### src/source/i3c_ddr_defs.svh
`ifndef I3C_DDR_DEFS_SVH
`define I3C_DDR_DEFS_SVH

// system clocks per SCL half period
// the sequencer tail needs at least 3
`define DDR_SCL_HALF      4

// word preambles, sent MSB first
`define DDR_PRE_CMD       2'b01
`define DDR_PRE_DATA      2'b10

// CRC word
`define DDR_CRC_TOKEN     4'b1100
`define DDR_CRC_INIT      5'b11111

// closing patterns, both start with a 1
`define DDR_RESTART_PAT   5'b01011
`define DDR_EXIT_TOGGLES  8

`endif

### src/source/i3c_ddr_pkg.sv
`default_nettype none

package i3c_ddr_pkg;

	typedef logic [7:0] ddr_byte_t;
	typedef logic [4:0] ddr_crc_t;
	typedef logic [6:0] ddr_addr_t;   // target address or CCC code
	typedef logic [3:0] ddr_bitcnt_t; // bit index inside one mode

	typedef enum logic [3:0] {
		PREAMBLE_CMD  = 4'd0,
		PREAMBLE_DATA = 4'd1,
		CMD_HIGH      = 4'd2, // {rnw, seven zeros}
		ADDRESS       = 4'd3, // address plus parity_adj
		DATA_BYTE     = 4'd4,
		PARITY        = 4'd5,
		CRC_TOKEN     = 4'd6,
		CRC_VALUE     = 4'd7,
		RESTART       = 4'd8,
		EXIT          = 4'd9
	} ddr_tx_mode_t;

	typedef enum logic [1:0] {
		IDLE  = 2'd0,
		RUN   = 2'd1,
		CLOSE = 2'd2
	} ddr_seq_state_t;

	typedef struct packed {
		logic            rnw;
		ddr_addr_t       addr;
		logic            two_words;   // 0 one data word, 1 two
		ddr_byte_t [0:3] data;        // data[0] goes out first
		logic            end_restart; // 1 restart, 0 exit
	} ddr_frame_t;

	typedef struct packed {
		ddr_byte_t value;
		logic      valid;
		logic      first;
		logic      last;
	} ddr_crc_feed_t;

endpackage

`default_nettype wire

### src/source/ddr_bit_serializer.sv
`timescale 1ns/1ps
`default_nettype none

`include "i3c_ddr_defs.svh"

module ddr_bit_serializer (
	input  wire                               i_sys_clk,
	input  wire                               i_sys_rst,
	input  wire                               i_tx_en,
	input  wire  i3c_ddr_pkg::ddr_tx_mode_t   i_tx_mode,
	input  wire  i3c_ddr_pkg::ddr_byte_t      i_byte,
	input  wire                               i_rnw,
	input  wire                               i_scl_pos,
	input  wire                               i_scl_neg,
	input  wire  i3c_ddr_pkg::ddr_crc_t       i_crc,
	output logic                              o_sda,
	output logic                              o_mode_done,
	output i3c_ddr_pkg::ddr_crc_feed_t        o_crc_feed
);

	i3c_ddr_pkg::ddr_bitcnt_t bit_cnt;
	i3c_ddr_pkg::ddr_bitcnt_t last_bit;  // index of the final bit of the mode
	i3c_ddr_pkg::ddr_byte_t   word_hi;
	i3c_ddr_pkg::ddr_byte_t   word_lo;
	i3c_ddr_pkg::ddr_byte_t   cur_byte;
	logic [15:0]              mode_bits; // left aligned, MSB goes first
	logic                     scl_edge;
	logic                     byte_mode;
	logic                     parity_adj;
	logic                     p1;
	logic                     p0;
	logic                     cmd_word;  // current word is the command word
	logic                     lo_next;   // next byte is the second of the word

	assign scl_edge   = i_scl_pos | i_scl_neg;
	assign parity_adj = i_rnw ^ (^i_byte[7:1]);
	assign cur_byte   = (i_tx_mode == i3c_ddr_pkg::ADDRESS) ? {i_byte[7:1], parity_adj} : i_byte;
	assign byte_mode  = (i_tx_mode == i3c_ddr_pkg::CMD_HIGH) ||
		(i_tx_mode == i3c_ddr_pkg::ADDRESS) ||
		(i_tx_mode == i3c_ddr_pkg::DATA_BYTE);

	////////////////////////////////////////////////////////////////////////////
	// word parity
	////////////////////////////////////////////////////////////////////////////
	assign p1 = ^{word_hi & 8'hAA, word_lo & 8'hAA};                 // odd positions
	assign p0 = cmd_word ? 1'b1 : ~(^{word_hi & 8'h55, word_lo & 8'h55});

	// bit pattern and length of each mode
	always_comb
	begin
		mode_bits = '0;
		last_bit  = '0;
		case (i_tx_mode)
			i3c_ddr_pkg::PREAMBLE_CMD:
			begin
				mode_bits = {`DDR_PRE_CMD, 14'b0};
				last_bit  = 4'd1;
			end
			i3c_ddr_pkg::PREAMBLE_DATA:
			begin
				mode_bits = {`DDR_PRE_DATA, 14'b0};
				last_bit  = 4'd1;
			end
			i3c_ddr_pkg::CMD_HIGH, i3c_ddr_pkg::ADDRESS, i3c_ddr_pkg::DATA_BYTE:
			begin
				mode_bits = {cur_byte, 8'b0};
				last_bit  = 4'd7;
			end
			i3c_ddr_pkg::PARITY:
			begin
				mode_bits = {p1, p0, 14'b0};
				last_bit  = 4'd1;
			end
			i3c_ddr_pkg::CRC_TOKEN:
			begin
				mode_bits = {`DDR_CRC_TOKEN, 12'b0};
				last_bit  = 4'd3;
			end
			i3c_ddr_pkg::CRC_VALUE:
			begin
				mode_bits = {i_crc, 11'b0};
				last_bit  = 4'd4;
			end
			i3c_ddr_pkg::RESTART:
			begin
				mode_bits = {1'b1, `DDR_RESTART_PAT, 10'b0};
				last_bit  = 4'd5;
			end
			i3c_ddr_pkg::EXIT:
			begin
				mode_bits = 16'hAAAA; // leading 1 then toggles
				last_bit  = i3c_ddr_pkg::ddr_bitcnt_t'(`DDR_EXIT_TOGGLES);
			end
			default:
			begin
				mode_bits = 16'hFFFF;
				last_bit  = '0;
			end
		endcase
	end

	// bytes of the current word, kept for the parity bits
	always_ff @(posedge i_sys_clk)
	begin
		if (i_tx_en && scl_edge && (bit_cnt == '0) && byte_mode)
		begin
			if (lo_next)
				word_lo <= cur_byte;
			else
				word_hi <= cur_byte;
		end
	end

	////////////////////////////////////////////////////////////////////////////
	// shift out one bit per SCL edge
	////////////////////////////////////////////////////////////////////////////
	always_ff @(posedge i_sys_clk or negedge i_sys_rst)
	begin
		if (!i_sys_rst)
		begin
			bit_cnt     <= '0;
			o_sda       <= 1'b1;
			o_mode_done <= 1'b0;
			cmd_word    <= 1'b1;
			lo_next     <= 1'b0;
			o_crc_feed  <= '0;
		end
		else
		begin
			o_mode_done      <= 1'b0;
			o_crc_feed.valid <= 1'b0;
			o_crc_feed.first <= 1'b0;
			o_crc_feed.last  <= 1'b0;
			if (!i_tx_en)
			begin
				bit_cnt <= '0;
				o_sda   <= 1'b1; // bus idles high
				lo_next <= 1'b0;
			end
			else if (scl_edge)
			begin
				o_sda <= mode_bits[~bit_cnt];
				if (bit_cnt == last_bit)
				begin
					bit_cnt     <= '0;
					o_mode_done <= 1'b1;
				end
				else
					bit_cnt <= bit_cnt + 1'b1;

				if (bit_cnt == '0)
				begin
					case (i_tx_mode)
						i3c_ddr_pkg::PREAMBLE_CMD:
						begin
							cmd_word <= 1'b1;
							lo_next  <= 1'b0;
						end
						i3c_ddr_pkg::PREAMBLE_DATA:
						begin
							cmd_word <= 1'b0;
							lo_next  <= 1'b0;
						end
						i3c_ddr_pkg::CMD_HIGH, i3c_ddr_pkg::ADDRESS, i3c_ddr_pkg::DATA_BYTE:
						begin
							o_crc_feed.value <= cur_byte;
							o_crc_feed.valid <= 1'b1;
							o_crc_feed.first <= (i_tx_mode == i3c_ddr_pkg::CMD_HIGH);
							lo_next          <= ~lo_next;
						end
						i3c_ddr_pkg::CRC_TOKEN:
							o_crc_feed.last <= 1'b1; // freeze the CRC
						default:
						begin
						end
					endcase
				end
			end
		end
	end

	// edges are DDR_SCL_HALF apart, so a mode cannot end twice back to back
	a_mode_done_single: assert property (@(posedge i_sys_clk) disable iff (!i_sys_rst)
		o_mode_done |=> !o_mode_done);

endmodule

`default_nettype wire

### src/source/ddr_crc5.sv
`timescale 1ns/1ps
`default_nettype none

`include "i3c_ddr_defs.svh"

module ddr_crc5 (
	input  wire                                i_sys_clk,
	input  wire                                i_sys_rst,
	input  wire  i3c_ddr_pkg::ddr_crc_feed_t   i_feed,
	output i3c_ddr_pkg::ddr_crc_t              o_crc
);

	i3c_ddr_pkg::ddr_crc_t crc_base;
	logic                  frozen; // result held after last

	// one byte through x^5+x^2+1, MSB first
	function automatic i3c_ddr_pkg::ddr_crc_t crc5_byte(
		input i3c_ddr_pkg::ddr_crc_t  crc_in,
		input i3c_ddr_pkg::ddr_byte_t data
	);
		i3c_ddr_pkg::ddr_crc_t c;
		logic                  fb;
		c = crc_in;
		for (int i = 7; i >= 0; i--)
		begin
			fb = c[4] ^ data[i];
			c  = {c[3:0], 1'b0} ^ {2'b00, fb, 1'b0, fb};
		end
		return c;
	endfunction

	assign crc_base = i_feed.first ? i3c_ddr_pkg::ddr_crc_t'(`DDR_CRC_INIT) : o_crc;

	always_ff @(posedge i_sys_clk or negedge i_sys_rst)
	begin
		if (!i_sys_rst)
		begin
			o_crc  <= `DDR_CRC_INIT;
			frozen <= 1'b0;
		end
		else
		begin
			if (i_feed.valid && (i_feed.first || !frozen))
				o_crc <= crc5_byte(crc_base, i_feed.value);
			if (i_feed.first)
				frozen <= 1'b0;
			else if (i_feed.last)
				frozen <= 1'b1;
		end
	end

	a_feed_after_last: assert property (@(posedge i_sys_clk) disable iff (!i_sys_rst)
		(i_feed.valid && frozen) |-> i_feed.first);

endmodule

`default_nettype wire

### src/source/ddr_frame_sequencer.sv
`timescale 1ns/1ps
`default_nettype none

`include "i3c_ddr_defs.svh"

module ddr_frame_sequencer (
	input  wire                              i_sys_clk,
	input  wire                              i_sys_rst,
	input  wire                              i_frame_start,
	input  wire  i3c_ddr_pkg::ddr_frame_t    i_frame,
	input  wire                              i_mode_done,
	output logic                             o_tx_en,
	output i3c_ddr_pkg::ddr_tx_mode_t        o_tx_mode,
	output i3c_ddr_pkg::ddr_byte_t           o_byte,
	output logic                             o_rnw,
	output logic                             o_busy,
	output logic                             o_frame_done
);

	localparam int unsigned TAIL_W = $clog2(`DDR_SCL_HALF);

	i3c_ddr_pkg::ddr_seq_state_t state;
	i3c_ddr_pkg::ddr_frame_t     frame_q;
	logic [3:0]                  step;     // position in the mode list
	logic [TAIL_W-1:0]           tail_cnt;
	logic                        accept;

	assign accept  = i_frame_start & ~o_busy;
	assign o_tx_en = (state != i3c_ddr_pkg::IDLE);
	assign o_rnw   = frame_q.rnw;

	always_ff @(posedge i_sys_clk)
	begin
		if (accept)
		begin
			frame_q <= i_frame;
		end
	end

	////////////////////////////////////////////////////////////////////////////
	// frame control
	// CLOSE keeps SCL running until the last bit has been clocked out
	////////////////////////////////////////////////////////////////////////////
	always_ff @(posedge i_sys_clk or negedge i_sys_rst)
	begin
		if (!i_sys_rst)
		begin
			state        <= i3c_ddr_pkg::IDLE;
			step         <= '0;
			tail_cnt     <= '0;
			o_busy       <= 1'b0;
			o_frame_done <= 1'b0;
		end
		else
		begin
			o_frame_done <= 1'b0;
			case (state)
				i3c_ddr_pkg::IDLE:
				begin
					if (accept)
					begin
						state  <= i3c_ddr_pkg::RUN;
						step   <= '0;
						o_busy <= 1'b1;
					end
					else if (o_busy)
					begin
						o_busy       <= 1'b0; // one cycle after SCL stops
						o_frame_done <= 1'b1;
					end
				end
				i3c_ddr_pkg::RUN:
				begin
					if (i_mode_done)
					begin
						if (step == 4'd15)
						begin
							state    <= i3c_ddr_pkg::CLOSE;
							tail_cnt <= TAIL_W'(`DDR_SCL_HALF - 3);
						end
						else if ((step == 4'd7) && !frame_q.two_words)
							step <= 4'd12; // skip second data word
						else
							step <= step + 4'd1;
					end
				end
				i3c_ddr_pkg::CLOSE:
				begin
					if (tail_cnt == '0)
						state <= i3c_ddr_pkg::IDLE;
					else
						tail_cnt <= tail_cnt - 1'b1;
				end
				default:
					state <= i3c_ddr_pkg::IDLE;
			endcase
		end
	end

	// mode and byte for each step
	always_comb
	begin
		o_byte = '0;
		case (step)
			4'd0, 4'd12:        o_tx_mode = i3c_ddr_pkg::PREAMBLE_CMD;
			4'd1:
			begin
				o_tx_mode = i3c_ddr_pkg::CMD_HIGH;
				o_byte    = {frame_q.rnw, 7'b0000000};
			end
			4'd2:
			begin
				o_tx_mode = i3c_ddr_pkg::ADDRESS;
				o_byte    = {frame_q.addr, 1'b0}; // low bit replaced downstream
			end
			4'd3, 4'd7, 4'd11:  o_tx_mode = i3c_ddr_pkg::PARITY;
			4'd4, 4'd8:         o_tx_mode = i3c_ddr_pkg::PREAMBLE_DATA;
			4'd5, 4'd6, 4'd9, 4'd10:
			begin
				o_tx_mode = i3c_ddr_pkg::DATA_BYTE;
				o_byte    = frame_q.data[{step[3], ~step[0]}]; // steps 5,6,9,10
			end
			4'd13:              o_tx_mode = i3c_ddr_pkg::CRC_TOKEN;
			4'd14:              o_tx_mode = i3c_ddr_pkg::CRC_VALUE;
			default:
				o_tx_mode = frame_q.end_restart ? i3c_ddr_pkg::RESTART : i3c_ddr_pkg::EXIT;
		endcase
	end

	a_start_while_busy: assert property (@(posedge i_sys_clk) disable iff (!i_sys_rst)
		i_frame_start |-> !o_busy)
		else $warning("frame start dropped, frame already in progress");

endmodule

`default_nettype wire

### src/source/i3c_ddr_tx_top.sv
`timescale 1ns/1ps
`default_nettype none

module i3c_ddr_tx_top (
	input  wire                              i_sys_clk,
	input  wire                              i_sys_rst,
	input  wire                              i_frame_start,
	input  wire  i3c_ddr_pkg::ddr_frame_t    i_frame,
	output logic                             o_scl,
	output logic                             o_sda,
	output logic                             o_busy,
	output logic                             o_frame_done
);

	logic                          seq_tx_en;
	i3c_ddr_pkg::ddr_tx_mode_t     seq_tx_mode;
	i3c_ddr_pkg::ddr_byte_t        seq_byte;
	logic                          seq_rnw;
	logic                          ser_mode_done;
	logic                          scl_pos;
	logic                          scl_neg;
	i3c_ddr_pkg::ddr_crc_feed_t    crc_feed;
	i3c_ddr_pkg::ddr_crc_t         crc_value;

	ddr_frame_sequencer u_seq (
		.i_sys_clk     (i_sys_clk),
		.i_sys_rst     (i_sys_rst),
		.i_frame_start (i_frame_start),
		.i_frame       (i_frame),
		.i_mode_done   (ser_mode_done),
		.o_tx_en       (seq_tx_en),
		.o_tx_mode     (seq_tx_mode),
		.o_byte        (seq_byte),
		.o_rnw         (seq_rnw),
		.o_busy        (o_busy),
		.o_frame_done  (o_frame_done)
	);

	ddr_bit_serializer u_ser (
		.i_sys_clk   (i_sys_clk),
		.i_sys_rst   (i_sys_rst),
		.i_tx_en     (seq_tx_en),
		.i_tx_mode   (seq_tx_mode),
		.i_byte      (seq_byte),
		.i_rnw       (seq_rnw),
		.i_scl_pos   (scl_pos),
		.i_scl_neg   (scl_neg),
		.i_crc       (crc_value),
		.o_sda       (o_sda),
		.o_mode_done (ser_mode_done),
		.o_crc_feed  (crc_feed)
	);

	ddr_crc5 u_crc (
		.i_sys_clk (i_sys_clk),
		.i_sys_rst (i_sys_rst),
		.i_feed    (crc_feed),
		.o_crc     (crc_value)
	);

	scl_edge_gen u_scl (
		.i_sys_clk (i_sys_clk),
		.i_sys_rst (i_sys_rst),
		.i_run     (seq_tx_en),
		.o_scl     (o_scl),
		.o_scl_pos (scl_pos),
		.o_scl_neg (scl_neg)
	);

endmodule

`default_nettype wire

### src/source/scl_edge_gen.sv
`timescale 1ns/1ps
`default_nettype none

`include "i3c_ddr_defs.svh"

module scl_edge_gen (
	input  wire  i_sys_clk,
	input  wire  i_sys_rst,
	input  wire  i_run,
	output logic o_scl,
	output logic o_scl_pos,
	output logic o_scl_neg
);

	localparam int unsigned DIV_W = $clog2(`DDR_SCL_HALF);

	logic [DIV_W-1:0] div_cnt;
	logic             half_end;

	assign half_end = (div_cnt == DIV_W'(`DDR_SCL_HALF - 1));

	// strobes come out with the SCL transition they mark
	// a low SCL left after a frame is raised one half period later
	always_ff @(posedge i_sys_clk or negedge i_sys_rst)
	begin
		if (!i_sys_rst)
		begin
			div_cnt   <= '0;
			o_scl     <= 1'b1;
			o_scl_pos <= 1'b0;
			o_scl_neg <= 1'b0;
		end
		else
		begin
			o_scl_pos <= 1'b0;
			o_scl_neg <= 1'b0;
			if (i_run || !o_scl)
			begin
				if (half_end)
				begin
					div_cnt <= '0;
					o_scl   <= ~o_scl;
					if (i_run)
					begin
						o_scl_pos <= ~o_scl;
						o_scl_neg <= o_scl;
					end
				end
				else
					div_cnt <= div_cnt + 1'b1;
			end
			else
				div_cnt <= '0; // parked high
		end
	end

endmodule

`default_nettype wire
### config.mk
export PLATFORM = sky130hd
export DESIGN_NAME = i3c_ddr_tx_top
export DESIGN_NICKNAME = d
export VERILOG_FILES = /design/src/source/i3c_ddr_pkg.sv /design/src/source/ddr_bit_serializer.sv /design/src/source/ddr_crc5.sv /design/src/source/ddr_frame_sequencer.sv /design/src/source/i3c_ddr_tx_top.sv /design/src/source/scl_edge_gen.sv
export VERILOG_INCLUDE_DIRS = /design/src /design/src/source
export SDC_FILE = /design/constraint.sdc
export NUM_CORES = 1
export LEC_CHECK = 0
export BUFFER_PORTS_ARGS = -buffer_cell sky130_fd_sc_hd__buf_4
export CAP_MARGIN = 20
export CORE_ASPECT_RATIO = 1.1
export CORE_MARGIN = 1.5
export CORE_UTILIZATION = 25
export CTS_CLUSTER_DIAMETER = 60
export DETAILED_ROUTE_END_ITERATION = 8
export RECOVER_POWER = 100
export SETUP_SLACK_MARGIN = 0.15
export SYNTH_ARGS = -nofsm -noshare
export SYNTH_HDL_FRONTEND = slang
export SYNTH_SLANG_ARGS = --single-unit
export TNS_END_PERCENT = 10
### constraint.sdc
create_clock -name i_sys_clk -period 5 [get_ports i_sys_clk]
set_input_delay 1.25 -clock i_sys_clk [delete_from_list [all_inputs] [get_ports i_sys_clk]]
set_output_delay 1.25 -clock i_sys_clk [all_outputs]
set_load 0.01 [all_outputs]
==> reports/qor.csv <==
metric,value,unit
outcome,"finished, violations left",
failing checks,"max-capacitance violations, max-slew violations",
reg2reg end,u_ser.word_hi[4]$_DFFE_PP_,
Die Area,20100,um^2
"area leader, netlist",edfxtp_1,
Layout Skew,0.00605,ns
DR iter-0 viols,190,
Max transition margin,-0.485,
drt wl/cell,14.4,um
startpoint types,flip-flop,
first-pass GRT wire length,16900,um
XOR/XNOR Fraction of Synth Area,0.0742,
maximum achievable frequency,248,MHz
Yosys cell types,60,
Core Region,19000,um^2
Vias,3202,
post-DP HPWL,7500,um
Routed WL,10100,um
setup TNS,0,ns
pwr/cell area,611,nW/um^2
Leakage,2.19,nW
crit path DAT,4.00,ns
critical path peak fanout,21,
number of synthesized flops with an enable pin,58,
Synth warnings,0,
Max Buffers Root-to-Sink,2,
critical path required time,4.98,ns
fin. max-slew vios,84,
synthesized flop and latch total,98,
htree depth,3,
initial antenna violation count,0,
GP Congestion,0.863,
CTS tree,done,
Die H,149,um
Ant. Diodes,0,
path depth of the worst reg2reg path,8,
post-CTS setup buffer count,0,
Synth Area in Compound Gates,0.122,
register area share after synthesis,0.571,
TritonCTS buffer count,9,
worst slew pin tran,2.23,ns
RR Startpoint,u_seq.step[0]$_DFFE_PN0P_,
layout cells sized above 1,0.173,
Final Hold Vio Count,0,
setup ws final,0.973,ns
largest net degree at the start of global routing,43,
min-delay worst type,reg2reg,
Synth top cells by count,"edfxtp_1 (58), nor2_1 (37), dfrtp_1 (32), xnor2_1 (27), nor3_1 (24)",
async set-reset flop share out of synthesis,0.408,
GRT Overall Usage,0.108,
Overflow after GRT,0,
Syn Inst Count,408,
CP endpoint kind,flip-flop,
hold endpoint,u_scl.div_cnt[0]$_DFF_PN0_,
CTS Hold Bufs,0,
Main synth FF type,edfxtp_1,
synthesized area,4820,um^2
area delta synth->final,17.0,%
Resized Gates After CTS,0,
vias per std cell,4.55,
# fillers,1940,
CTS Root Cell,clkbuf_16,
chip width,135,um
Worst-Skew Late Latency,0.34,ns
post-place setup slack,1.49,ns
initial core utilization,0.253,
main combinational cell family by area after synthesis,compound AO/OA/AOI/OAI gates,
Final min period,4.03,ns
multiplexer area fraction after synthesis,0.0543,
period utilization,0.805,
Max Cap Viol,2,
number of iterations in the first detailed-routing pass,4,
Syn Area/Cell,11.8,um^2
hold path startpoint,u_scl.div_cnt[0]$_DFF_PN0_,
crit path kind,reg2reg,
vias in the first global route,3320,
Clock Sink Count,98,
IO Count,49,
worst hold stages,1,
simple logic cell fraction of the synthesized area,0.120,
final setup fails,0,
most common cell in the netlist,edfxtp_1,
drc violations,0,
I/O Buffers,48,
row count,53,
Syn Nets,462,
adder-cell share of the synthesized area,0.0234,
"CTS clk-pin slew, worst paths",0.06,ns
peak supply drop,0.000195,V
top cell type's share of synthesized area,0.361,
ranking of synthesized cells by area,"edfxtp_1 (36%), dfrtp_1 (17%), xnor2_1 (4.9%), dfstp_2 (4.4%), mux2i_1 (3.9%)",
NumNets Final,506,
R2R Setup Slk,0.97,ns
RSZ-0062 raised after global routing,false,
antenna violation net count after detailed routing,0,
[per-layer routing]
metal	GRT usage	up-vias	routed length, um
li1	-	1564	-
met1	0.136	1565	4590
met2	0.179	60	5010
met3	0.0235	13	339
met4	0.0468	0	212
met5	0	-	0
[critical path, cell delays in order (launching register included)]
cell and delay (ns):
dfrtp_1 0.32, buf_4 0.31, ha_1 0.40, o21ai_0 0.45, a221oi_2 0.44, o221ai_1 0.30, nand2_4 0.21, and2_0 0.62
nor2b_1 0.61
[power by group]
group / total (mW) / internal (mW) / switching [mW]
clock: 0.684 / 0.389 / 0.295
sequential: 1.29 / 1.11 / 0.178
combinational: 1.48 / 0.632 / 0.844
[state kept, by name (all words and copies together), names as in the netlist, 2 cells and up]
name and flops:
u_seq.frame_q 41, u_ser.o_crc_feed 11, u_ser.word_hi 8, u_ser.word_lo 8, u_crc.o_crc 5, u_seq.step 4
u_ser.bit_cnt 4, u_scl.div_cnt 2, u_seq.state 2, u_seq.tail_cnt 2
[stage by stage]
stage	hold slack [ns]	instance area, um^2	utilization	std cells	power, mW
floorplan	0.411	4820	-	408	2.47
global placement	0.422	5410	0.284	688	2.79
detailed placement	0.440	5410	0.284	688	2.82
CTS	0.448	5710	0.300	704	3.52
global route	0.483	5640	0.296	704	3.70
finish	0.465	5640	0.296	704	3.45
[kinds of logic after synthesis]
kind of cell,after synthesis
compound gates,82
mux,25
fa+ha+maj,9
xor+xnor,40
buf+inv,37
flops,98
simple gates,117
[how the worst max path moves through the flow]
stage	from	endpoint	slack, ns
global placement	u_seq.step[0]$_DFFE_PN0P_	u_ser.word_hi[1]$_DFFE_PP_	1.61
floorplan	u_seq.step[0]$_DFFE_PN0P_	u_ser.word_hi[0]$_DFFE_PP_	1.77
finish	u_seq.step[0]$_DFFE_PN0P_	u_ser.word_hi[4]$_DFFE_PP_	0.97
global route	u_seq.step[0]$_DFFE_PN0P_	u_ser.o_crc_feed[3]$_DFFE_PN0P_	0.65
detailed placement	u_seq.step[0]$_DFFE_PN0P_	u_ser.word_hi[3]$_DFFE_PP_	1.49
CTS	u_seq.step[0]$_DFFE_PN0P_	u_ser.word_hi[2]$_DFFE_PP_	1.49
[area by class of cell]
cell class	instances	area [um^2]	area share
clock buffers	10	229	0.0406
repair buffers	51	357	0.0632
multi-input cells	273	1860	0.329
flip-flops and latches	98	2750	0.488
well taps	247	309	0.0548
clock inverters	6	63.8	0.0113
inverters	19	71.3	0.0126
[placed cells by master, fill, tap and decap left out, drive strengths merged, types with 3 or more instances in the layout]
master	Yosys	routed
edfxtp	58	58
ha	9	9
mux2i	19	19
o21ai	19	19
dfrtp	32	32
a211o	7	7
nor2	39	39
clkbuf	8	58
nand3	6	6
dfstp	8	8
nand2b	3	3
xor2	12	12
a21oi	21	21
or2	4	4
mux2	6	6
inv	19	21
o22ai	4	4
a211oi	8	8
buf	10	3
and3	6	6
nor3	24	24
a31oi	3	3
and2	5	5
nand2	20	20
xnor2	28	28
Note: power is estimated with default switching activity, not from simulation.
